<file path="src/logic/dma_settings.svh">
/*
  Widths and depths shared by the DMA frontend and its testbench.
  Addresses are 32 bits; the data and transfer ID widths must match it.
*/
`ifndef DMA_SETTINGS_SVH
`define DMA_SETTINGS_SVH

// datapath widths
`define DMA_ADDR_WIDTH      32
`define DMA_DATA_WIDTH      32
`define DMA_REP_WIDTH       16
`define DMA_REQ_ID_WIDTH    5
`define DMA_TF_ID_WIDTH     32

// buffering and flow control
`define DMA_JOB_QUEUE_DEPTH 4
`define DMA_MAX_OUTSTANDING 4

`endif

</file>
<file path="src/logic/dma_job_pkg.sv">
/*
  Job descriptor passed from the decoder through the queue to the sequencer.
  One job describes up to reps bursts of equal length.
*/
`include "dma_settings.svh"

package dma_job_pkg;

    typedef logic [`DMA_ADDR_WIDTH-1:0]  addr_t;
    typedef logic [`DMA_REP_WIDTH-1:0]   reps_t;
    typedef logic [`DMA_TF_ID_WIDTH-1:0] tf_id_t;

    //--------------------------------------------------
    // job descriptor
    //--------------------------------------------------
    typedef struct packed {
        addr_t src_addr;
        addr_t dst_addr;
        // bytes per burst
        addr_t length;
        addr_t src_stride;
        addr_t dst_stride;
        // 1 for a one-dimensional copy
        reps_t reps;
    } job_t;

endpackage

</file>
<file path="src/logic/dma_op_pkg.sv">
/*
  Accelerator-side encodings of the DMA frontend.
  Opcodes 6 and 7 are not assigned and are answered with an error.
*/
package dma_op_pkg;

    // accelerator opcode, 3 bits
    typedef enum logic [2:0] {
        DMSRC  = 3'd0,
        DMDST  = 3'd1,
        DMSTR  = 3'd2,
        DMREP  = 3'd3,
        DMCPY  = 3'd4,
        DMSTAT = 3'd5
    } dma_op_e;

    // status word select for DMSTAT
    typedef enum logic [1:0] {
        STAT_COMPLETED = 2'd0,
        STAT_NEXT      = 2'd1,
        STAT_BUSY      = 2'd2,
        STAT_FULL      = 2'd3
    } dma_stat_sel_e;

    //--------------------------------------------------
    // low bits of argb
    //--------------------------------------------------
    typedef struct packed {
        logic twod;
        logic reserved;
    } dma_cfg_copy_t;

    typedef struct packed {
        dma_stat_sel_e sel;
    } dma_cfg_stat_t;

    // DMCPY reads the copy view, DMSTAT the status view
    typedef union packed {
        dma_cfg_copy_t copy;
        dma_cfg_stat_t stat;
    } dma_cfg_u;

endpackage

</file>
<file path="src/logic/dma_job_if.sv">
/*
  Valid/ready stream of job descriptors.
  A job moves when valid and ready are both high; the source keeps valid
  and the job stable until then.
*/
interface dma_job_if;

    logic              valid;
    logic              ready;
    dma_job_pkg::job_t job;

    // producer side
    modport src (
        output valid,
        output job,
        input  ready
    );

    // consumer side
    modport snk (
        input  valid,
        input  job,
        output ready
    );

endinterface

</file>
<file path="src/logic/acc_decoder.sv">
/*
  Decodes accelerator instructions and holds the job shadow registers.
  Register writes never stall. DMCPY, DMSTAT and unknown opcodes need the
  one-entry response register and wait while it is occupied.
*/
`include "dma_settings.svh"

module acc_decoder (
    input  logic                         clk_i,
    input  logic                         rst_n_i,
    input  logic                         acc_req_valid_i,
    output logic                         acc_req_ready_o,
    input  dma_op_pkg::dma_op_e          acc_req_op_i,
    input  logic [`DMA_REQ_ID_WIDTH-1:0] acc_req_id_i,
    input  logic [`DMA_DATA_WIDTH-1:0]   acc_req_arga_i,
    input  logic [`DMA_DATA_WIDTH-1:0]   acc_req_argb_i,
    output logic                         acc_rsp_valid_o,
    input  logic                         acc_rsp_ready_i,
    output logic [`DMA_REQ_ID_WIDTH-1:0] acc_rsp_id_o,
    output logic [`DMA_DATA_WIDTH-1:0]   acc_rsp_data_o,
    output logic                         acc_rsp_error_o,
    dma_job_if.src                       job_o,
    input  dma_job_pkg::tf_id_t          next_id_i,
    input  dma_job_pkg::tf_id_t          completed_id_i,
    input  logic                         busy_i,
    output logic                         issue_o
);

    // shadow registers
    dma_job_pkg::addr_t src_q, dst_q, src_stride_q, dst_stride_q;
    dma_job_pkg::reps_t reps_q;

    // response slot
    logic                         rsp_valid_q;
    logic [`DMA_REQ_ID_WIDTH-1:0] rsp_id_q;
    logic [`DMA_DATA_WIDTH-1:0]   rsp_data_q;
    logic                         rsp_error_q;

    logic                       slot_free;
    logic                       needs_rsp;
    logic                       rsp_load;
    logic [`DMA_DATA_WIDTH-1:0] rsp_data_d;
    logic                       rsp_error_d;
    dma_op_pkg::dma_cfg_u       cfg;

    assign cfg = acc_req_argb_i[1:0];

    // stays true until a request takes the slot
    assign slot_free = !rsp_valid_q || acc_rsp_ready_i;

    //--------------------------------------------------
    // decode
    //--------------------------------------------------
    always_comb begin
        acc_req_ready_o = 1'b0;
        job_o.valid     = 1'b0;
        needs_rsp       = 1'b0;
        rsp_data_d      = '0;
        rsp_error_d     = 1'b0;
        unique case (acc_req_op_i)
            dma_op_pkg::DMSRC, dma_op_pkg::DMDST,
            dma_op_pkg::DMSTR, dma_op_pkg::DMREP: begin
                acc_req_ready_o = 1'b1;
            end
            dma_op_pkg::DMCPY: begin
                job_o.valid     = acc_req_valid_i && slot_free;
                acc_req_ready_o = slot_free && job_o.ready;
                needs_rsp       = 1'b1;
                rsp_data_d      = next_id_i;
            end
            dma_op_pkg::DMSTAT: begin
                acc_req_ready_o = slot_free;
                needs_rsp       = 1'b1;
                case (cfg.stat.sel)
                    dma_op_pkg::STAT_COMPLETED: rsp_data_d = completed_id_i;
                    dma_op_pkg::STAT_NEXT:      rsp_data_d = next_id_i;
                    dma_op_pkg::STAT_BUSY:      rsp_data_d = {{(`DMA_DATA_WIDTH-1){1'b0}}, busy_i};
                    default:                    rsp_data_d = {{(`DMA_DATA_WIDTH-1){1'b0}}, !job_o.ready};
                endcase
            end
            default: begin
                // unknown opcode, answered with an error
                acc_req_ready_o = slot_free;
                needs_rsp       = 1'b1;
                rsp_error_d     = 1'b1;
            end
        endcase
    end

    // 1D copies always run a single repetition
    assign job_o.job = '{
        src_addr:   src_q,
        dst_addr:   dst_q,
        length:     acc_req_arga_i,
        src_stride: src_stride_q,
        dst_stride: dst_stride_q,
        reps:       cfg.copy.twod ? reps_q : dma_job_pkg::reps_t'(1)
    };

    assign issue_o  = job_o.valid && job_o.ready;
    assign rsp_load = acc_req_valid_i && acc_req_ready_o && needs_rsp;

    always_ff @(posedge clk_i) begin
        if (acc_req_valid_i) begin
            case (acc_req_op_i)
                dma_op_pkg::DMSRC: src_q <= acc_req_arga_i;
                dma_op_pkg::DMDST: dst_q <= acc_req_arga_i;
                dma_op_pkg::DMSTR: begin
                    src_stride_q <= acc_req_arga_i;
                    dst_stride_q <= acc_req_argb_i;
                end
                dma_op_pkg::DMREP: reps_q <= acc_req_arga_i[`DMA_REP_WIDTH-1:0];
                default: ;
            endcase
        end
    end

    //--------------------------------------------------
    // response register
    //--------------------------------------------------
    always_ff @(posedge clk_i) begin
        if (!rst_n_i) begin
            rsp_valid_q <= 1'b0;
        end else if (rsp_load) begin
            rsp_valid_q <= 1'b1;
        end else if (acc_rsp_ready_i) begin
            rsp_valid_q <= 1'b0;
        end
    end

    always_ff @(posedge clk_i) begin
        if (rsp_load) begin
            rsp_id_q    <= acc_req_id_i;
            rsp_data_q  <= rsp_data_d;
            rsp_error_q <= rsp_error_d;
        end
    end

    assign acc_rsp_valid_o = rsp_valid_q;
    assign acc_rsp_id_o    = rsp_id_q;
    assign acc_rsp_data_o  = rsp_data_q;
    assign acc_rsp_error_o = rsp_error_q;

endmodule

</file>
<file path="src/logic/dma_frontend_top.sv">
/*
  Single-channel tightly coupled DMA frontend.
  Bursts go out on a valid/ready port; the backend must pulse burst_done_i
  once per burst, in issue order.
*/
`include "dma_settings.svh"

module dma_frontend_top (
    input  logic                         clk_i,
    input  logic                         rst_n_i,
    // accelerator request
    input  logic                         acc_req_valid_i,
    output logic                         acc_req_ready_o,
    input  logic [2:0]                   acc_req_op_i,
    input  logic [`DMA_REQ_ID_WIDTH-1:0] acc_req_id_i,
    input  logic [`DMA_DATA_WIDTH-1:0]   acc_req_arga_i,
    input  logic [`DMA_DATA_WIDTH-1:0]   acc_req_argb_i,
    // accelerator response
    output logic                         acc_rsp_valid_o,
    input  logic                         acc_rsp_ready_i,
    output logic [`DMA_REQ_ID_WIDTH-1:0] acc_rsp_id_o,
    output logic [`DMA_DATA_WIDTH-1:0]   acc_rsp_data_o,
    output logic                         acc_rsp_error_o,
    // burst port to the backend
    output logic                         burst_valid_o,
    input  logic                         burst_ready_i,
    output logic [`DMA_ADDR_WIDTH-1:0]   burst_src_o,
    output logic [`DMA_ADDR_WIDTH-1:0]   burst_dst_o,
    output logic [`DMA_ADDR_WIDTH-1:0]   burst_len_o,
    input  logic                         burst_done_i,
    output logic                         busy_o
);

    dma_job_if dec_job ();
    dma_job_if seq_job ();

    logic                 issue;
    logic                 retire;
    dma_job_pkg::tf_id_t  next_id;
    dma_job_pkg::tf_id_t  completed_id;

    acc_decoder i_acc_decoder (
        .clk_i,
        .rst_n_i,
        .acc_req_valid_i,
        .acc_req_ready_o,
        .acc_req_op_i    ( dma_op_pkg::dma_op_e'(acc_req_op_i) ),
        .acc_req_id_i,
        .acc_req_arga_i,
        .acc_req_argb_i,
        .acc_rsp_valid_o,
        .acc_rsp_ready_i,
        .acc_rsp_id_o,
        .acc_rsp_data_o,
        .acc_rsp_error_o,
        .job_o           ( dec_job.src  ),
        .next_id_i       ( next_id      ),
        .completed_id_i  ( completed_id ),
        .busy_i          ( busy_o       ),
        .issue_o         ( issue        )
    );

    job_queue i_job_queue (
        .clk_i,
        .rst_n_i,
        .in_i  ( dec_job.snk ),
        .out_o ( seq_job.src )
    );

    nd_sequencer i_nd_sequencer (
        .clk_i,
        .rst_n_i,
        .job_i    ( seq_job.snk ),
        .burst_valid_o,
        .burst_ready_i,
        .burst_src_o,
        .burst_dst_o,
        .burst_len_o,
        .burst_done_i,
        .retire_o ( retire ),
        .busy_o
    );

    transfer_id_gen i_transfer_id_gen (
        .clk_i,
        .rst_n_i,
        .issue_i        ( issue        ),
        .retire_i       ( retire       ),
        .next_id_o      ( next_id      ),
        .completed_id_o ( completed_id )
    );

endmodule

</file>
<file path="src/logic/job_queue.sv">
/*
  FIFO of job descriptors. A pushed job shows at the output one cycle later.
  Depth must be at least 2. Ready is low while full.
*/
`include "dma_settings.svh"

module job_queue #(
    parameter int unsigned Depth = `DMA_JOB_QUEUE_DEPTH
) (
    input  logic   clk_i,
    input  logic   rst_n_i,
    dma_job_if.snk in_i,
    dma_job_if.src out_o
);

    localparam int unsigned PtrW = $clog2(Depth);
    localparam int unsigned CntW = $clog2(Depth + 1);

    dma_job_pkg::job_t mem_q [Depth];
    logic [PtrW-1:0]   wr_ptr_q, rd_ptr_q;
    logic [CntW-1:0]   cnt_q;
    logic              push, pop;

    assign in_i.ready  = (cnt_q != CntW'(Depth));
    assign out_o.valid = (cnt_q != '0);
    assign out_o.job   = mem_q[rd_ptr_q];

    assign push = in_i.valid && in_i.ready;
    assign pop  = out_o.valid && out_o.ready;

    // pointers and fill count
    always_ff @(posedge clk_i) begin
        if (!rst_n_i) begin
            wr_ptr_q <= '0;
            rd_ptr_q <= '0;
            cnt_q    <= '0;
        end else begin
            if (push) begin
                wr_ptr_q <= (wr_ptr_q == PtrW'(Depth - 1)) ? '0 : wr_ptr_q + 1'b1;
            end
            if (pop) begin
                rd_ptr_q <= (rd_ptr_q == PtrW'(Depth - 1)) ? '0 : rd_ptr_q + 1'b1;
            end
            if (push && !pop) begin
                cnt_q <= cnt_q + 1'b1;
            end else if (pop && !push) begin
                cnt_q <= cnt_q - 1'b1;
            end
        end
    end

    // storage
    always_ff @(posedge clk_i) begin
        if (push) begin
            mem_q[wr_ptr_q] <= in_i.job;
        end
    end

endmodule

</file>
<file path="src/logic/nd_sequencer.sv">
/*
  Expands one job at a time into strided bursts.
  Holds back bursts while DMA_MAX_OUTSTANDING are incomplete and retires a
  job on its last completion. Jobs with zero length or zero reps issue nothing.
*/
`include "dma_settings.svh"

module nd_sequencer (
    input  logic               clk_i,
    input  logic               rst_n_i,
    dma_job_if.snk             job_i,
    output logic               burst_valid_o,
    input  logic               burst_ready_i,
    output dma_job_pkg::addr_t burst_src_o,
    output dma_job_pkg::addr_t burst_dst_o,
    output dma_job_pkg::addr_t burst_len_o,
    input  logic               burst_done_i,
    output logic               retire_o,
    output logic               busy_o
);

    localparam int unsigned OutW = $clog2(`DMA_MAX_OUTSTANDING + 1);
    localparam logic [OutW-1:0] OutMax = OutW'(`DMA_MAX_OUTSTANDING);

    typedef enum logic [1:0] {
        SEQ_IDLE,
        SEQ_ISSUE,
        SEQ_DRAIN
    } seq_state_e;

    seq_state_e         state_q, state_d;
    logic [OutW-1:0]    out_cnt_q;
    dma_job_pkg::reps_t left_q;
    dma_job_pkg::addr_t src_q, dst_q, len_q, src_stride_q, dst_stride_q;
    logic               job_take, job_empty, burst_fire, last_done;

    assign job_i.ready = (state_q == SEQ_IDLE);
    assign job_take    = job_i.valid && job_i.ready;
    assign job_empty   = (job_i.job.length == '0) || (job_i.job.reps == '0);

    assign burst_valid_o = (state_q == SEQ_ISSUE) && (out_cnt_q != OutMax);
    assign burst_fire    = burst_valid_o && burst_ready_i;
    assign burst_src_o   = src_q;
    assign burst_dst_o   = dst_q;
    assign burst_len_o   = len_q;

    // nothing in flight, or the last one finishing now
    assign last_done = (out_cnt_q == '0) || ((out_cnt_q == OutW'(1)) && burst_done_i);
    assign retire_o  = (state_q == SEQ_DRAIN) && last_done;
    assign busy_o    = (state_q != SEQ_IDLE) || job_i.valid;

    //--------------------------------------------------
    // FSM
    //--------------------------------------------------
    always_comb begin
        state_d = state_q;
        case (state_q)
            SEQ_IDLE: begin
                if (job_take) begin
                    state_d = job_empty ? SEQ_DRAIN : SEQ_ISSUE;
                end
            end
            SEQ_ISSUE: begin
                if (burst_fire && (left_q == dma_job_pkg::reps_t'(1))) begin
                    state_d = SEQ_DRAIN;
                end
            end
            SEQ_DRAIN: begin
                if (last_done) begin
                    state_d = SEQ_IDLE;
                end
            end
            default: state_d = SEQ_IDLE;
        endcase
    end

    always_ff @(posedge clk_i) begin
        if (!rst_n_i) begin
            state_q   <= SEQ_IDLE;
            out_cnt_q <= '0;
            left_q    <= '0;
        end else begin
            state_q <= state_d;
            case ({burst_fire, burst_done_i})
                2'b10:   out_cnt_q <= out_cnt_q + 1'b1;
                2'b01:   out_cnt_q <= out_cnt_q - 1'b1;
                default: ;
            endcase
            if (job_take) begin
                left_q <= job_i.job.reps;
            end else if (burst_fire) begin
                left_q <= left_q - 1'b1;
            end
        end
    end

    // running addresses
    always_ff @(posedge clk_i) begin
        if (job_take) begin
            src_q        <= job_i.job.src_addr;
            dst_q        <= job_i.job.dst_addr;
            len_q        <= job_i.job.length;
            src_stride_q <= job_i.job.src_stride;
            dst_stride_q <= job_i.job.dst_stride;
        end else if (burst_fire) begin
            src_q <= src_q + src_stride_q;
            dst_q <= dst_q + dst_stride_q;
        end
    end

endmodule

</file>
<file path="src/logic/transfer_id_gen.sv">
/*
  Transfer ID counters. Both wrap at the ID width.
  Next starts at 1, completed at 0.
*/
module transfer_id_gen (
    input  logic                clk_i,
    input  logic                rst_n_i,
    input  logic                issue_i,
    input  logic                retire_i,
    output dma_job_pkg::tf_id_t next_id_o,
    output dma_job_pkg::tf_id_t completed_id_o
);

    dma_job_pkg::tf_id_t next_q, completed_q;

    always_ff @(posedge clk_i) begin
        if (!rst_n_i) begin
            next_q      <= dma_job_pkg::tf_id_t'(1);
            completed_q <= '0;
        end else begin
            // ID handed to the job being pushed
            if (issue_i) begin
                next_q <= next_q + 1'b1;
            end
            // jobs retire in push order
            if (retire_i) begin
                completed_q <= completed_q + 1'b1;
            end
        end
    end

    assign next_id_o      = next_q;
    assign completed_id_o = completed_q;

endmodule

</file>
<file path="config.mk">
export PLATFORM = sky130hd
export DESIGN_NAME = dma_frontend_top
export DESIGN_NICKNAME = d
export VERILOG_FILES = /design/src/logic/dma_job_pkg.sv /design/src/logic/dma_op_pkg.sv /design/src/logic/dma_job_if.sv /design/src/logic/acc_decoder.sv /design/src/logic/dma_frontend_top.sv /design/src/logic/job_queue.sv /design/src/logic/nd_sequencer.sv /design/src/logic/transfer_id_gen.sv
export VERILOG_INCLUDE_DIRS = /design/src /design/src/logic
export SDC_FILE = /design/constraint.sdc
export NUM_CORES = 1
export LEC_CHECK = 0
export ABC_AREA = 1
export CELL_PAD_IN_SITES_DETAIL_PLACEMENT = 0
export CELL_PAD_IN_SITES_GLOBAL_PLACEMENT = 1
export CORE_UTILIZATION = 25
export DETAILED_ROUTE_END_ITERATION = 6
export DONT_BUFFER_PORTS = 1
export PLACE_DENSITY = 0.41
export SYNTH_ARGS = -nofsm -noshare
export SYNTH_HDL_FRONTEND = slang
export SYNTH_SLANG_ARGS = --single-unit
</file>
<file path="constraint.sdc">
create_clock -name clk_i -period 10.3 [get_ports clk_i]
set_input_delay 0.515 -clock clk_i [delete_from_list [all_inputs] [get_ports clk_i]]
set_output_delay 0.515 -clock clk_i [all_outputs]
set_load 0.01 [all_outputs]
</file>
==> results.md <==
* Status: complete, no violations
* Post-DP HPWL at 99.5 mm
* Largest stage delay, worst path at 730 ps
* Post-route cell area at 0.0557 sq mm
* Final setup TNS at 0 ps
* Crit path arrival time at 4570 ps
* Netlist cell types at 52
* Clk root buf: clkbuf_16
* Initial DRC Count at 1878
* Post-DP Area at 0.0507 sq mm
* Worst hold start: rst_n_i
* Hold depth at 3
* Leakage power total at 19.6 nW
* Crit path kind: reg2reg
* Cell taking the most area after synthesis: edfxtp_1
* CTS tree: yes
* RR Endpoint: i_nd_sequencer.state_q[0]
* RSZ-0062 raised after global routing: false
* Synth Cell Area at 0.0479 sq mm
* Pre-CTS setup slack at 5920 ps
* Hold WC Path Type: in2reg
* Period utilisation layout at 38.1%
* Multi-input logic area at 0.0126 sq mm
* Pwr dens at 293 mW/mm^2
* Synth Net Count at 4393
* Hold Vio Cnt, Final at 0
* Max FO, Critical Path at 52
* Post-CTS Setup Inserts at 0
* Startpoint types: register
* Yosys Warn Count at 0
* Initial Utilization at 25.2%
* Setup Skew at 24.6 ps
* Grt ovf at 0
* Max cap viols at 0
* First-pass GRT wire length at 225 mm
* Syn_area_per_cell at 11.3 sq um
* Clock transition at path regs at 60 ps
* CORE AREA at 0.190 sq mm
* Worst Reg-to-Reg Cells at 12
* Synthesis-stage register bit count at 1141
* Fin crit period at 3920 ps
* Final GP Congestion at 0.773
* Die Span Y at 440 um
* Antenna viol nets, final at 0
* Max Buffers Root-to-Sink at 3
* Register with the most flip-flops: i_job_queue.mem_q
* First drt pass iteration count at 6
* CTS sink cnt at 1141
* Worst slew pin tran at 1210 ps
* Max H-tree Level at 4
* Slew Viols, Final at 0
* R2R Setup Slk at 6380 ps
* CP bufs+invs at 3
* Antenna violations before repair at 30
* Fmax at 255 MHz
* Register area share after synthesis at 69.5%
* Layout cells sized above 1 at 6.30%
* Vias in the first global route at 30800
* Clk_lat worst skew at 780 ps
* Max-slew headroom at 19.4%
* Final WL at 157 mm
* Die ar. at 0.194 sq mm
* DRC at 0
* Worst setup margin at 6380 ps
* Max reg flops at 704
* Vias after detailed routing at 30900
* Setup violators final at 0
* Crit-path cells: buf_4, buf_4, buf_4, nand3_1, nand2_1, nand2_1, nor2_1, nand2_1, nor2_1, nand2_1, nand2_1, a21oi_1
* Fillers at 19500
* Area Overhead vs Synth at 16.3%
* Largest net degree at the start of global routing at 155
* WHS Endpoint: i_transfer_id_gen.completed_id_o[9]
* Top cell by count, worst path: nand2_1
* Row count at 160
* Synth top area cells: edfxtp_1 66%, nand2_1 7.5%, dfxtp_1 4.0%, o21ai_0 3.7%, nor2_1 3.6%
* Maximum VDD drop at 0.000188 V
* IO Pins at 216
* Nets at 4478
* CTS Buf Count at 138
* Worst setup EP type: register
* Register Area at 0.0333 sq mm
* Critical path's slowest cell: dfxtp_4
* Chip width at 440 um
* Post-synth top area share at 65.5%
* WHS at 73.5 ps
* Number of port buffers at 0
* Worst endpoint required time at 10950 ps
* Gr usage total at 16.1%
* Via density at 4.45
* Crit path max-delay family: buffers and inverters
* Mapped Cells at 4235
* Wire per inst at 22.6 um
-- kinds of logic after synthesis --
| group | after synthesis | synth area share (%) |
|---|---|---|
| AND/OR/NAND/NOR | 1754 | 15.1 |
| AO/OA/AOI/OAI | 709 | 8.07 |
| buffers and inverters | 498 | 4.31 |
| adder cells (fa/ha/maj) | 80 | 2.13 |
| XOR/XNOR | 53 | 0.968 |
| flip-flops | 1141 | 69.5 |
-- layout by cell type (no fill, tap or decap), types with 8 or more instances in the layout --
| cell | instances |
|---|---|
| a21oi_1 | 158 |
| buf_4 | 31 |
| clkbuf_1 | 38 |
| clkbuf_16 | 141 |
| clkinv_1 | 28 |
| clkinv_2 | 19 |
| dfxtp_1 | 93 |
| dlygate4sd3_1 | 73 |
| edfxtp_1 | 1046 |
| ha_1 | 77 |
| inv_1 | 325 |
| nand2_1 | 955 |
| nand3_1 | 215 |
| nand3b_1 | 9 |
| nand4_1 | 26 |
| nor2_1 | 453 |
| nor2_4 | 9 |
| nor3_1 | 38 |
| nor3_2 | 9 |
| o2111ai_1 | 8 |
| o21ai_0 | 356 |
| o21ai_1 | 10 |
| o22ai_1 | 137 |
| o31ai_1 | 9 |
| or2_2 | 10 |
| xnor2_1 | 14 |
| xor2_1 | 39 |
-- report_power, final --
part	switching (W)	total (W)	internal (W)	leakage (nW)
clock network	0.00198	0.00463	0.00265	2.07
registers	0.000546	0.00636	0.00581	10.3
logic	0.00385	0.00535	0.00150	7.21
-- area by class of cell --
cell class / count / area share [%]
well taps: 2511 / 5.64
diodes: 6 / 0.0269
multi-input cells: 2596 / 22.7
flip-flops and latches: 1141 / 59.8
repair buffers: 110 / 1.94
inverters: 333 / 2.28
clock inverters: 68 / 0.999
clock buffers: 182 / 6.66
-- worst reg2reg max path, cell delays in order, from the launching register on --
cell	delay, ps
dfxtp_4	730
buf_4	680
buf_4	600
buf_4	690
nand3_1	230
nand2_1	140
nand2_1	70
nor2_1	130
nand2_1	100
nor2_1	120
nand2_1	110
nand2_1	140
a21oi_1	70
-- synthesized netlist by cell type, drive strengths merged --
master,instances
o211a,1
a32o,7
edfxtp,1046
a21oi,159
o21bai,7
dfxtp,95
nand3b,10
nor3b,3
o2111ai,8
xor2,39
nand4,27
inv,332
o21ai,366
a211oi,1
o21a,2
nor2,468
o22ai,137
fa,3
and3,2
a21boi,1
nand3,218
o31ai,9
nor3,49
clkbuf,87
a221o,1
o211ai,1
nand2,961
and2,2
xnor2,14
ha,77
a21o,2
buf,78
clkinv,1
nor4,4
o311ai,1
or2,10
a31oi,6
-- per-stage QoR --
step / power (W) / util, % / instances
2_1_floorplan: 0.00977 / - / 4235
3_3_place_gp: 0.0120 / 26.6 / 6616
3_5_place_dp: 0.0119 / 26.6 / 6616
4_1_cts: 0.0167 / 29.3 / 6941
5_1_grt: 0.0175 / 29.3 / 6943
6_report: 0.0163 / 29.3 / 6947
-- repair_timing --
| item | 4_1_cts | 5_1_grt |
|---|---|---|
| resized for setup | 0 | 0 |
| hold endpoints to repair | 384 | 0 |
| hold buffers | 75 | 0 |
-- layer usage --
| layer | up-vias | wire [um] | GRT usage (%) |
|---|---|---|---|
| li1 | 15000 | - | - |
| met1 | 15200 | 72900 | 21.7 |
| met2 | 509 | 74100 | 26.3 |
| met3 | 196 | 6210 | 2.76 |
| met4 | 8 | 3810 | 4.56 |
| met5 | - | 47 | 0 |
-- worst max path at each step --
stage / start / end / slack (ps) / cells past startpoint
2_1_floorplan: acc_req_op_i[1] / i_job_queue.mem_q[0][0] / 960 / 6
3_3_place_gp: acc_req_op_i[1] / i_job_queue.mem_q[3][68] / 5920 / 9
3_5_place_dp: acc_req_op_i[1] / i_job_queue.mem_q[3][68] / 5920 / 9
4_1_cts: register / i_nd_sequencer.state_q[0] / 6170 / 12
5_1_grt: register / i_nd_sequencer.state_q[0] / 6050 / 12
6_report: register / i_nd_sequencer.state_q[0] / 6380 / 12
Power figures use the tool's default switching activity.
